[config.mk]
export PLATFORM = sky130hd
export DESIGN_NAME = fpu_sequencer
export DESIGN_NICKNAME = d
export VERILOG_FILES = /design/src/verilog/fpu_seq_pkg.sv /design/src/verilog/seq_rb_if.sv /design/src/verilog/seq_cfg_fifo.sv /design/src/verilog/seq_ring_buffer.sv /design/src/verilog/seq_loop_ctrl.sv /design/src/verilog/seq_issue_router.sv /design/src/verilog/fpu_sequencer.sv
export SDC_FILE = /design/constraint.sdc
export NUM_CORES = 1
export LEC_CHECK = 0
export ABC_CLOCK_PERIOD_IN_PS = 8300
export BUFFER_PORTS_ARGS = -buffer_cell sky130_fd_sc_hd__buf_4
export CAP_MARGIN = 25
export CORE_UTILIZATION = 40
export DETAILED_ROUTE_END_ITERATION = 7
export PLACE_DENSITY = 0.68
export SLEW_MARGIN = 0
export SYNTH_ARGS = -nofsm -noshare
export SYNTH_HDL_FRONTEND = slang
export SYNTH_SLANG_ARGS = --single-unit
export TNS_END_PERCENT = 20
[constraint.sdc]
create_clock -name clk_i -period 8.3 [get_ports clk_i]
set_input_delay 0.415 -clock clk_i [delete_from_list [all_inputs] [get_ports clk_i]]
set_output_delay 0.415 -clock clk_i [all_outputs]
set_load 0.005 [all_outputs]
[src/verilog/fpu_seq_pkg.sv]
// ========================================
// FPU sequencer package
// Opcode tables, instruction views, loop config
// ========================================
package fpu_seq_pkg;

  localparam int unsigned RptBits     = 16;
  localparam int unsigned MaxInstBits = 11;
  localparam logic [6:0]  OpcodeFrep  = 7'b0001011;

  // Instructions that sync the int and float pipelines
  typedef struct packed {
    logic [31:0] match;
    logic [31:0] mask;
  } direct_op_t;

  localparam int unsigned NumDirect = 16;
  localparam direct_op_t DirectOps [NumDirect] = '{
    '{32'hE0000053, 32'hFFF0707F},  // fmv.x.w
    '{32'hF0000053, 32'hFFF0707F},  // fmv.w.x
    '{32'hA0002053, 32'hFE00707F},  // feq.s
    '{32'hA0001053, 32'hFE00707F},  // flt.s
    '{32'hA0000053, 32'hFE00707F},  // fle.s
    '{32'hE0001053, 32'hFFF0707F},  // fclass.s
    '{32'hC0000053, 32'hFFF0007F},  // fcvt.w.s
    '{32'hC0100053, 32'hFFF0007F},  // fcvt.wu.s
    '{32'hD0000053, 32'hFFF0007F},  // fcvt.s.w
    '{32'hD0100053, 32'hFFF0007F},  // fcvt.s.wu
    '{32'h00001073, 32'h0000707F},  // csrrw
    '{32'h00002073, 32'h0000707F},  // csrrs
    '{32'h00003073, 32'h0000707F},  // csrrc
    '{32'h00005073, 32'h0000707F},  // csrrwi
    '{32'h00006073, 32'h0000707F},  // csrrsi
    '{32'h00007073, 32'h0000707F}   // csrrci
  };

  typedef struct packed {
    logic [11:0] max_inst;
    logic [4:0]  rs1;
    logic [2:0]  stagger_max;
    logic [3:0]  stagger_mask;
    logic        is_outer;
    logic [6:0]  opcode;
  } seq_frep_t;

  typedef struct packed {
    logic [4:0] rs3;
    logic [1:0] fmt;
    logic [4:0] rs2;
    logic [4:0] rs1;
    logic [2:0] rm;
    logic [4:0] rd;
    logic [6:0] opcode;
  } seq_fp_t;

  // Same word read as FREP config or as FP register fields
  typedef union packed {
    seq_frep_t frep;
    seq_fp_t   fp;
  } seq_instr_u;

  typedef struct packed {
    logic                   is_outer;
    logic [MaxInstBits-1:0] max_inst;
    logic [RptBits-1:0]     max_rpt;
    logic [2:0]             stagger_max;
    logic [3:0]             stagger_mask;
    logic [MaxInstBits-1:0] base_pointer;
  } seq_cfg_t;

endpackage

[src/verilog/seq_rb_if.sv]
// ========================================
// Loop controller to ring buffer link
// ========================================
`timescale 1ns/1ps

interface seq_rb_if #(
  parameter int unsigned Depth     = 16,
  parameter int unsigned AddrWidth = 32
);
  localparam int unsigned PtrBits = $clog2(Depth) + 1;

  logic [31:0]          rd_op;
  logic [AddrWidth-1:0] rd_argc;
  logic                 empty;
  logic                 has_instrs;
  logic [PtrBits-1:0]   wr_pointer;
  logic [PtrBits-1:0]   base_pointer;
  logic [PtrBits-1:0]   rd_offset;
  logic                 retire;
  logic [PtrBits-1:0]   retire_len;

  modport ctrl (
    input  rd_op, rd_argc, empty, has_instrs, base_pointer,
    output rd_offset, retire, retire_len
  );

  modport rb (
    output rd_op, rd_argc, empty, has_instrs, wr_pointer, base_pointer,
    input  rd_offset, retire, retire_len
  );
endinterface

[src/verilog/seq_cfg_fifo.sv]
// ========================================
// Loop configuration FIFO
// Holds decoded FREP configs in order
// ========================================
`timescale 1ns/1ps

module seq_cfg_fifo #(
  parameter int unsigned CfgDepth = 4
) (
  input  logic                  clk_i,
  input  logic                  rst_n_i,
  input  logic                  push_i,
  input  fpu_seq_pkg::seq_cfg_t cfg_i,
  input  logic                  pop_i,
  output logic                  full_o,
  output logic                  empty_o,
  output fpu_seq_pkg::seq_cfg_t cfg_o
);
  import fpu_seq_pkg::*;

  localparam int unsigned IdxBits = $clog2(CfgDepth);

  seq_cfg_t mem [CfgDepth];
  // Extra MSB separates full from empty
  logic [IdxBits:0] wr_ptr_q;
  logic [IdxBits:0] rd_ptr_q;

  always_ff @(posedge clk_i) begin
    if (!rst_n_i) begin
      wr_ptr_q <= '0;
      rd_ptr_q <= '0;
    end else begin
      if (push_i) begin
        wr_ptr_q <= wr_ptr_q + 1'b1;
      end
      if (pop_i) begin
        rd_ptr_q <= rd_ptr_q + 1'b1;
      end
    end
  end

  always_ff @(posedge clk_i) begin
    if (push_i) begin
      mem[wr_ptr_q[IdxBits-1:0]] <= cfg_i;
    end
  end

  assign cfg_o   = mem[rd_ptr_q[IdxBits-1:0]];
  assign empty_o = (wr_ptr_q == rd_ptr_q);
  assign full_o  = ((wr_ptr_q ^ rd_ptr_q) == {1'b1, {IdxBits{1'b0}}});

endmodule

[src/verilog/seq_ring_buffer.sv]
// ========================================
// Sequencer ring buffer
// Stores FP instructions for loop replay
// ========================================
`timescale 1ns/1ps

module seq_ring_buffer #(
  parameter int unsigned Depth     = 16,
  parameter int unsigned AddrWidth = 32
) (
  input  logic                 clk_i,
  input  logic                 rst_n_i,
  input  logic                 wr_en_i,
  input  logic [31:0]          wr_op_i,
  input  logic [AddrWidth-1:0] wr_argc_i,
  output logic                 full_o,
  seq_rb_if.rb                 rb_if
);
  localparam int unsigned IdxBits = $clog2(Depth);
  localparam int unsigned PtrBits = IdxBits + 1;

  logic [31:0]          op_mem   [Depth];
  logic [AddrWidth-1:0] argc_mem [Depth];

  logic [PtrBits-1:0] wr_ptr_q;
  logic [PtrBits-1:0] base_ptr_q;
  logic [PtrBits-1:0] rd_ptr;

  always_ff @(posedge clk_i) begin
    if (!rst_n_i) begin
      wr_ptr_q   <= '0;
      base_ptr_q <= '0;
    end else begin
      if (wr_en_i) begin
        wr_ptr_q <= wr_ptr_q + 1'b1;
      end
      // Whole loop body is released at once
      if (rb_if.retire) begin
        base_ptr_q <= base_ptr_q + rb_if.retire_len;
      end
    end
  end

  always_ff @(posedge clk_i) begin
    if (wr_en_i) begin
      op_mem[wr_ptr_q[IdxBits-1:0]]   <= wr_op_i;
      argc_mem[wr_ptr_q[IdxBits-1:0]] <= wr_argc_i;
    end
  end

  assign rd_ptr = base_ptr_q + rb_if.rd_offset;

  assign rb_if.rd_op        = op_mem[rd_ptr[IdxBits-1:0]];
  assign rb_if.rd_argc      = argc_mem[rd_ptr[IdxBits-1:0]];
  assign rb_if.empty        = (rd_ptr == wr_ptr_q);
  assign rb_if.has_instrs   = (base_ptr_q != wr_ptr_q);
  assign rb_if.wr_pointer   = wr_ptr_q;
  assign rb_if.base_pointer = base_ptr_q;

  // Occupancy counts from the loop base, not the read point
  assign full_o = ((base_ptr_q ^ wr_ptr_q) == {1'b1, {IdxBits{1'b0}}});

endmodule

[src/verilog/seq_loop_ctrl.sv]
// ========================================
// Loop controller
// Steps loop counters, staggers registers
// ========================================
`timescale 1ns/1ps

module seq_loop_ctrl #(
  parameter int unsigned Depth     = 16,
  parameter int unsigned AddrWidth = 32
) (
  input  logic                  clk_i,
  input  logic                  rst_n_i,
  input  fpu_seq_pkg::seq_cfg_t cfg_i,
  input  logic                  cfg_empty_i,
  input  logic                  ready_i,
  output logic                  cfg_pop_o,
  output logic                  valid_o,
  output logic [31:0]           op_o,
  output logic [AddrWidth-1:0]  argc_o,
  output logic                  repd_o,
  seq_rb_if.ctrl                rb_if
);
  import fpu_seq_pkg::*;

  localparam int unsigned PtrBits = $clog2(Depth) + 1;

  seq_cfg_t           curr_cfg;
  logic               cfg_match;
  logic [PtrBits-1:0] inst_cnt_q;
  logic [PtrBits-1:0] inst_cnt_d;
  logic [RptBits-1:0] rpt_cnt_q;
  logic [RptBits-1:0] rpt_cnt_d;
  logic [2:0]         stg_cnt_q;
  logic [2:0]         stg_cnt_d;
  logic               inst_last;
  logic               rpt_last;
  logic               stg_last;
  logic               issue;
  logic               loop_done;
  seq_instr_u         instr;

  // Config only applies once the buffer base reaches its first instruction
  always_comb begin
    curr_cfg  = cfg_i;
    cfg_match = !cfg_empty_i && (cfg_i.base_pointer == MaxInstBits'(rb_if.base_pointer));
    if (!cfg_match) begin
      curr_cfg.max_inst     = '0;
      curr_cfg.max_rpt      = '0;
      curr_cfg.stagger_mask = '0;
    end
  end

  assign inst_last = (MaxInstBits'(inst_cnt_q) == curr_cfg.max_inst);
  assign rpt_last  = (rpt_cnt_q == curr_cfg.max_rpt);
  assign stg_last  = (stg_cnt_q == curr_cfg.stagger_max);
  assign issue     = valid_o & ready_i;
  assign loop_done = issue & inst_last & rpt_last;

  always_comb begin
    inst_cnt_d = inst_cnt_q;
    rpt_cnt_d  = rpt_cnt_q;
    stg_cnt_d  = stg_cnt_q;
    if (loop_done) begin
      inst_cnt_d = '0;
      rpt_cnt_d  = '0;
      stg_cnt_d  = '0;
    end else if (issue) begin
      if (curr_cfg.is_outer) begin
        // Body runs through, then the repeat count steps
        if (inst_last) begin
          inst_cnt_d = '0;
          rpt_cnt_d  = rpt_cnt_q + 1'b1;
          stg_cnt_d  = stg_last ? '0 : stg_cnt_q + 1'b1;
        end else begin
          inst_cnt_d = inst_cnt_q + 1'b1;
        end
      end else begin
        stg_cnt_d = stg_last ? '0 : stg_cnt_q + 1'b1;
        if (rpt_last) begin
          rpt_cnt_d  = '0;
          inst_cnt_d = inst_cnt_q + 1'b1;
        end else begin
          rpt_cnt_d = rpt_cnt_q + 1'b1;
        end
      end
    end
  end

  always_ff @(posedge clk_i) begin
    if (!rst_n_i) begin
      inst_cnt_q <= '0;
      rpt_cnt_q  <= '0;
      stg_cnt_q  <= '0;
    end else begin
      inst_cnt_q <= inst_cnt_d;
      rpt_cnt_q  <= rpt_cnt_d;
      stg_cnt_q  <= stg_cnt_d;
    end
  end

  // Register staggering wraps modulo 32
  always_comb begin
    instr = rb_if.rd_op;
    if (curr_cfg.stagger_mask[0]) begin
      instr.fp.rd = instr.fp.rd + 5'(stg_cnt_q);
    end
    if (curr_cfg.stagger_mask[1]) begin
      instr.fp.rs1 = instr.fp.rs1 + 5'(stg_cnt_q);
    end
    if (curr_cfg.stagger_mask[2]) begin
      instr.fp.rs2 = instr.fp.rs2 + 5'(stg_cnt_q);
    end
    if (curr_cfg.stagger_mask[3]) begin
      instr.fp.rs3 = instr.fp.rs3 + 5'(stg_cnt_q);
    end
  end

  assign valid_o   = ~rb_if.empty;
  assign op_o      = instr;
  assign argc_o    = rb_if.rd_argc;
  assign repd_o    = (rpt_cnt_q != '0);
  assign cfg_pop_o = loop_done & cfg_match;

  assign rb_if.rd_offset  = inst_cnt_q;
  assign rb_if.retire     = loop_done;
  assign rb_if.retire_len = PtrBits'(curr_cfg.max_inst) + 1'b1;

endmodule

[src/verilog/seq_issue_router.sv]
// ========================================
// Issue router
// Classifies requests, muxes the output
// ========================================
`timescale 1ns/1ps

module seq_issue_router #(
  parameter int unsigned DataWidth = 32,
  parameter int unsigned AddrWidth = 32
) (
  input  logic [31:0]          inp_qdata_op_i,
  input  logic [DataWidth-1:0] inp_qdata_arga_i,
  input  logic [DataWidth-1:0] inp_qdata_argb_i,
  input  logic [AddrWidth-1:0] inp_qdata_argc_i,
  input  logic                 inp_qvalid_i,
  output logic                 inp_qready_o,
  input  logic                 rb_ready_i,
  input  logic                 cfg_ready_i,
  input  logic                 has_instrs_i,
  input  logic                 seq_valid_i,
  input  logic [31:0]          seq_op_i,
  input  logic [AddrWidth-1:0] seq_argc_i,
  input  logic                 seq_repd_i,
  output logic                 rb_push_o,
  output logic                 cfg_push_o,
  output logic                 seq_ready_o,
  output logic [31:0]          oup_qdata_op_o,
  output logic [DataWidth-1:0] oup_qdata_arga_o,
  output logic [DataWidth-1:0] oup_qdata_argb_o,
  output logic [AddrWidth-1:0] oup_qdata_argc_o,
  output logic                 oup_qdata_repd_o,
  output logic                 oup_qvalid_o,
  input  logic                 oup_qready_i
);
  import fpu_seq_pkg::*;

  seq_instr_u inp_instr;
  logic       is_frep;
  logic       is_direct;
  logic       direct_ready;

  assign inp_instr = inp_qdata_op_i;

  always_comb begin
    is_frep   = (inp_instr.frep.opcode == OpcodeFrep);
    is_direct = 1'b0;
    for (int i = 0; i < NumDirect; i++) begin
      if ((inp_qdata_op_i & DirectOps[i].mask) == DirectOps[i].match) begin
        is_direct = 1'b1;
      end
    end
  end

  // Direct ops must wait until buffered work has drained
  assign direct_ready = oup_qready_i & ~has_instrs_i;

  assign inp_qready_o = is_frep   ? cfg_ready_i :
                        is_direct ? direct_ready : rb_ready_i;
  assign cfg_push_o   = inp_qvalid_i & is_frep & cfg_ready_i;
  assign rb_push_o    = inp_qvalid_i & ~is_frep & ~is_direct & rb_ready_i;
  assign seq_ready_o  = has_instrs_i & oup_qready_i;

  always_comb begin
    if (has_instrs_i) begin
      oup_qvalid_o     = seq_valid_i;
      oup_qdata_op_o   = seq_op_i;
      oup_qdata_arga_o = '0;
      oup_qdata_argb_o = '0;
      oup_qdata_argc_o = seq_argc_i;
      oup_qdata_repd_o = seq_repd_i;
    end else begin
      oup_qvalid_o     = inp_qvalid_i & is_direct;
      oup_qdata_op_o   = inp_qdata_op_i;
      oup_qdata_arga_o = inp_qdata_arga_i;
      oup_qdata_argb_o = inp_qdata_argb_i;
      oup_qdata_argc_o = inp_qdata_argc_i;
      oup_qdata_repd_o = 1'b0;
    end
  end

endmodule

[src/verilog/fpu_sequencer.sv]
// ========================================
// FPU instruction sequencer
// Replays FP loops, forwards sync ops
// ========================================
`timescale 1ns/1ps

module fpu_sequencer #(
  parameter int unsigned Depth     = 16,
  parameter int unsigned CfgDepth  = 4,
  parameter int unsigned DataWidth = 32,
  parameter int unsigned AddrWidth = 32
) (
  input  logic                 clk_i,
  input  logic                 rst_n_i,
  input  logic [31:0]          inp_qdata_op_i,
  input  logic [DataWidth-1:0] inp_qdata_arga_i,
  input  logic [DataWidth-1:0] inp_qdata_argb_i,
  input  logic [AddrWidth-1:0] inp_qdata_argc_i,
  input  logic                 inp_qvalid_i,
  output logic                 inp_qready_o,
  output logic [31:0]          oup_qdata_op_o,
  output logic [DataWidth-1:0] oup_qdata_arga_o,
  output logic [DataWidth-1:0] oup_qdata_argb_o,
  output logic [AddrWidth-1:0] oup_qdata_argc_o,
  output logic                 oup_qdata_repd_o,
  output logic                 oup_qvalid_o,
  input  logic                 oup_qready_i
);
  import fpu_seq_pkg::*;

  seq_instr_u           inp_instr;
  seq_cfg_t             cfg_in;
  seq_cfg_t             cfg_out;
  logic                 cfg_full;
  logic                 cfg_empty;
  logic                 cfg_push;
  logic                 cfg_pop;
  logic                 rb_full;
  logic                 rb_push;
  logic                 seq_valid;
  logic                 seq_ready;
  logic                 seq_repd;
  logic [31:0]          seq_op;
  logic [AddrWidth-1:0] seq_argc;

  seq_rb_if #(
    .Depth     (Depth),
    .AddrWidth (AddrWidth)
  ) rb_if ();

  assign inp_instr = inp_qdata_op_i;

  // FREP fields plus repeat count from arga, anchored at the next write slot
  always_comb begin
    cfg_in.is_outer     = inp_instr.frep.is_outer;
    cfg_in.max_inst     = inp_instr.frep.max_inst[MaxInstBits-1:0];
    cfg_in.max_rpt      = inp_qdata_arga_i[RptBits-1:0];
    cfg_in.stagger_max  = inp_instr.frep.stagger_max;
    cfg_in.stagger_mask = inp_instr.frep.stagger_mask;
    cfg_in.base_pointer = MaxInstBits'(rb_if.wr_pointer);
  end

  seq_issue_router #(
    .DataWidth (DataWidth),
    .AddrWidth (AddrWidth)
  ) u_router (
    .inp_qdata_op_i   (inp_qdata_op_i),
    .inp_qdata_arga_i (inp_qdata_arga_i),
    .inp_qdata_argb_i (inp_qdata_argb_i),
    .inp_qdata_argc_i (inp_qdata_argc_i),
    .inp_qvalid_i     (inp_qvalid_i),
    .inp_qready_o     (inp_qready_o),
    .rb_ready_i       (~rb_full),
    .cfg_ready_i      (~cfg_full),
    .has_instrs_i     (rb_if.has_instrs),
    .seq_valid_i      (seq_valid),
    .seq_op_i         (seq_op),
    .seq_argc_i       (seq_argc),
    .seq_repd_i       (seq_repd),
    .rb_push_o        (rb_push),
    .cfg_push_o       (cfg_push),
    .seq_ready_o      (seq_ready),
    .oup_qdata_op_o   (oup_qdata_op_o),
    .oup_qdata_arga_o (oup_qdata_arga_o),
    .oup_qdata_argb_o (oup_qdata_argb_o),
    .oup_qdata_argc_o (oup_qdata_argc_o),
    .oup_qdata_repd_o (oup_qdata_repd_o),
    .oup_qvalid_o     (oup_qvalid_o),
    .oup_qready_i     (oup_qready_i)
  );

  seq_cfg_fifo #(
    .CfgDepth (CfgDepth)
  ) u_cfg_fifo (
    .clk_i   (clk_i),
    .rst_n_i (rst_n_i),
    .push_i  (cfg_push),
    .cfg_i   (cfg_in),
    .pop_i   (cfg_pop),
    .full_o  (cfg_full),
    .empty_o (cfg_empty),
    .cfg_o   (cfg_out)
  );

  seq_ring_buffer #(
    .Depth     (Depth),
    .AddrWidth (AddrWidth)
  ) u_ring_buffer (
    .clk_i     (clk_i),
    .rst_n_i   (rst_n_i),
    .wr_en_i   (rb_push),
    .wr_op_i   (inp_qdata_op_i),
    .wr_argc_i (inp_qdata_argc_i),
    .full_o    (rb_full),
    .rb_if     (rb_if.rb)
  );

  seq_loop_ctrl #(
    .Depth     (Depth),
    .AddrWidth (AddrWidth)
  ) u_loop_ctrl (
    .clk_i       (clk_i),
    .rst_n_i     (rst_n_i),
    .cfg_i       (cfg_out),
    .cfg_empty_i (cfg_empty),
    .ready_i     (seq_ready),
    .cfg_pop_o   (cfg_pop),
    .valid_o     (seq_valid),
    .op_o        (seq_op),
    .argc_o      (seq_argc),
    .repd_o      (seq_repd),
    .rb_if       (rb_if.ctrl)
  );

endmodule

==> impl_metrics.json <==
{
  "end_kind": "output pin",
  "grt_max_degree": 73,
  "start_util_pct": 40.4,
  "drive_gt1_share_pct": 32.6,
  "finalHoldViolCount": 0,
  "min_path_cells": 1,
  "ff2ff_path_depth": 10,
  "min_path_type": "input pin to flop",
  "finalSetupViolCount": 0,
  "drtIter0Drc": 2598,
  "synth-edff-count": 1184,
  "ff2ff_setup_slack_ns": 3.15,
  "die_area_mm2": 0.125,
  "die_y_um": 353,
  "route.detailed.drc": 0,
  "grt_pass1_wl_um": 172000,
  "grt_pass1_vias": 25600,
  "drt-pass1-iter-count": 7,
  "core_mm2": 0.122,
  "nets": 2873,
  "drtAntennaViolNets": 0,
  "num_io_pins": 263,
  "nFillCells": 9910,
  "syn_area_per_cell_um2": 21.2,
  "io_buffers": 262,
  "place.gp.congestion": 0.836,
  "grt_usage_pct": 18.8,
  "drt-total-wl_um": 118000,
  "yosysSeqAreaShare_pct": 73.9,
  "clkSinkCount": 1226,
  "die_x_um": 353,
  "fp-row-count": 128,
  "async_flop_share_pct": 0,
  "synth_cell_type_count": 72,
  "cp.required_ns": 7.89,
  "yosysWarnings": 0,
  "fmax_mhz": 154,
  "rsz0062_at_grt": "false",
  "r2r_end": "u_cfg_fifo.rd_ptr_q[2]",
  "syn-cell-area_mm2": 0.0493,
  "finalCritPeriodShare_pct": 78.3,
  "rr_startpoint": "u_loop_ctrl.rb_if.rd_offset[0]",
  "htreeDepth": 3,
  "crit_path_start": "u_loop_ctrl.rb_if.rd_offset[0]",
  "root_buffer": "clkbuf_16",
  "ys.flop_type": "edfxtp_1",
  "worst_slew_pin_slew_ns": 1.17,
  "cts_buffers": 114,
  "p_leak_nw": 18.2,
  "finalSetupTns_ns": 0,
  "p_per_area_mw_per_mm2": 238,
  "clk_latency_ns": 0.73,
  "areaGrowthSynthToFinish_pct": 17.1,
  "path_max_fanout": 42,
  "cts.clk_slew.worst_paths_ns": 0.06,
  "hold-path-endpoint": "u_ring_buffer.op_mem[11][9]",
  "final_cell_count_no_fill": 4424,
  "startpoint_type": "flop",
  "syn_nets": 2496,
  "min_from": "inp_qdata_op_i[9]",
  "dpl.hpwl_um": 65300,
  "cts_tree": "done",
  "fin_crit_ns": 6.50,
  "slew_headroom_pct": 21.3,
  "viasPerCell": 5.62,
  "num_vias": 24900,
  "clockBufferDepth": 3,
  "synth-seq-cells": 1226,
  "crit_arrival_ns": 6.08,
  "worstSetupPathType": "flop to output pin",
  "fin_worst_skew_ns": 0.0768,
  "wl_per_cell_um": 26.7,
  "dp.cells": 4150,
  "cts_setup_buffers": 0,
  "irDropWorstVdd_mv": 0.216,
  "synthCells": 2325,
  "status": "completed",
  "final-max-slew-violation-count": 0,
  "antenna_found_initial": 9,
  "grt-ovfl-total": 0,
  "drv_cap": 0
}
==> report_power, final <==
group | total, mW | internal, mW | leakage, nW | switching (mW)
logic | 1.86 | 0.928 | 5.51 | 0.935
clock network | 5.00 | 2.77 | 1.74 | 2.24
registers | 6.88 | 6.85 | 11.0 | 0.0287
==> metrics by stage <==
stage / area, um2 / power, mW / utilization (%) / hold WS, ns / setup WS [ns]
finish: 57700 / 13.8 / 47.3 / 0.0674 / 1.80
global route: 57700 / 14.2 / 47.3 / 0.0415 / 1.50
CTS: 57600 / 13.9 / 47.2 / 0.0237 / 1.83
detailed placement: 53500 / 8.87 / 43.8 / 0.502 / 2.53
global placement: 53400 / 8.83 / 43.7 / 0.483 / 2.48
floorplan: 49300 / 8.03 / - / 0.458 / 1.72
==> registers in the layout, summed over array words and instances, names as in the netlist, named ones only <==
name / count
u_cfg_fifo.mem: 160
u_cfg_fifo.rd_ptr_q: 3
u_cfg_fifo.wr_ptr_q: 3
u_loop_ctrl.rb_if.rd_offset: 5
u_loop_ctrl.rpt_cnt_q: 16
u_loop_ctrl.stg_cnt_q: 3
u_ring_buffer.argc_mem: 512
u_ring_buffer.op_mem: 512
u_ring_buffer.rb_if.base_pointer: 5
u_ring_buffer.rb_if.wr_pointer: 5
==> critical path: stages, from the launching register on <==
cell	delay (ns)
dfxtp_1	0.39
ha_4	0.20
fa_4	1.22
buf_4	0.61
mux4_2	0.40
mux2_2	0.27
o21ai_0	0.59
inv_1	0.10
ha_1	0.30
a21oi_1	0.15
nor2b_1	0.06
o21ai_0	0.19
xor2_1	0.09
o21ai_0	0.57
buf_4	0.23
==> synthesized netlist by cell type, types with 4 or more instances <==
cell type,count,area [um2]
a21o_1,7,52.6
a21oi_1,21,105
a31oi_1,5,31.3
and2_1,73,457
and3_1,11,68.8
and4_1,6,52.6
buf_1,25,93.8
buf_2,5,25.0
clkbuf_1,83,312
dfxtp_1,42,841
edfxtp_1,1184,35600
fa_1,6,120
ha_1,33,413
inv_1,24,90.1
mux2_2,56,631
mux2i_1,20,200
mux4_2,350,7880
nand2_1,56,210
nand2b_1,4,25.0
nand3_1,26,130
nand4_1,7,43.8
nor2_1,55,206
nor2b_1,11,68.8
nor3_1,13,65.1
nor4_1,26,163
nor4bb_1,4,40.0
o211ai_1,5,37.5
o21a_1,4,30.0
o21ai_0,29,145
o31a_1,7,61.3
o32ai_1,4,35.0
or4_1,5,37.5
xnor2_1,45,394
xor2_1,16,140
==> placed cells by master (no fill, tap or decap), drive strengths merged, types with 6 or more instances in the layout <==
cell and n:
mux2 58, clkinv 52, nor2b 11, nand4 7, dlygate4sd3 59, fa 6
dfxtp 42, mux2i 20, mux4 350, and2 76, xor2 16, o31a 7
buf 319, and4 6, o21ai 30, a21oi 21, xnor2 47, ha 33
nand2 57, bufinv 6, edfxtp 1184, a21o 7, nor3 14, nor2 55
inv 26, and3 11, nand3 27, nor4 27, clkbuf 148
==> repair_timing <==
item	4_1_cts	5_1_grt
endpoints found under the hold margin	701	0
setup endpoints to repair	0	0
hold buffers	59	0
gates resized for setup	0	0
==> layer usage <==
metal | routed length, um | global-route usage, % | vias up
met1 | 49800 | 26.2 | 13200
met4 | 1800 | 3.54 | 8
met5 | 46 | 0 | -
li1 | - | - | 10400
met3 | 8710 | 3.81 | 152
met2 | 57700 | 30.7 | 1047
==> area by class of cell <==
class | instances | area [um2] | share of cell area [%]
flip-flops and latches | 1226 | 36400 | 63.1
clock buffers | 148 | 3030 | 5.25
clock inverters | 61 | 558 | 0.967
well taps | 1625 | 2030 | 3.52
multi-input cells | 957 | 12500 | 21.6
repair buffers | 378 | 3120 | 5.41
inverters | 25 | 93.8 | 0.163
diodes | 4 | 10.0 | 0.0173
==> worst max-delay path by stage <==
stage / end / cells after the start / slack [ns]
2_1_floorplan: u_ring_buffer.argc_mem[3][0] / 8 / 1.72
3_3_place_gp: oup_qdata_op_o[30] / 14 / 2.48
3_5_place_dp: oup_qdata_op_o[23] / 14 / 2.53
4_1_cts: oup_qdata_op_o[23] / 13 / 1.83
5_1_grt: oup_qdata_op_o[23] / 14 / 1.50
6_report: oup_qdata_op_o[23] / 14 / 1.80
==> kinds of logic (layout without fill, tap and decap cells) <==
| group | after synthesis | in the layout | share of synthesized area, % |
|---|---|---|---|
| mux | 428 | 428 | 17.7 |
| flops | 1226 | 1226 | 73.9 |
| fa+ha+maj | 39 | 39 | 1.08 |
| simple gates | 317 | 317 | 3.51 |
| buf+inv | 142 | 612 | 1.14 |
| compound gates | 109 | 109 | 1.47 |
| xor+xnor | 64 | 64 | 1.20 |
| other cells | 0 | 4 | 0 |
Power figures use the tool's default switching activity.
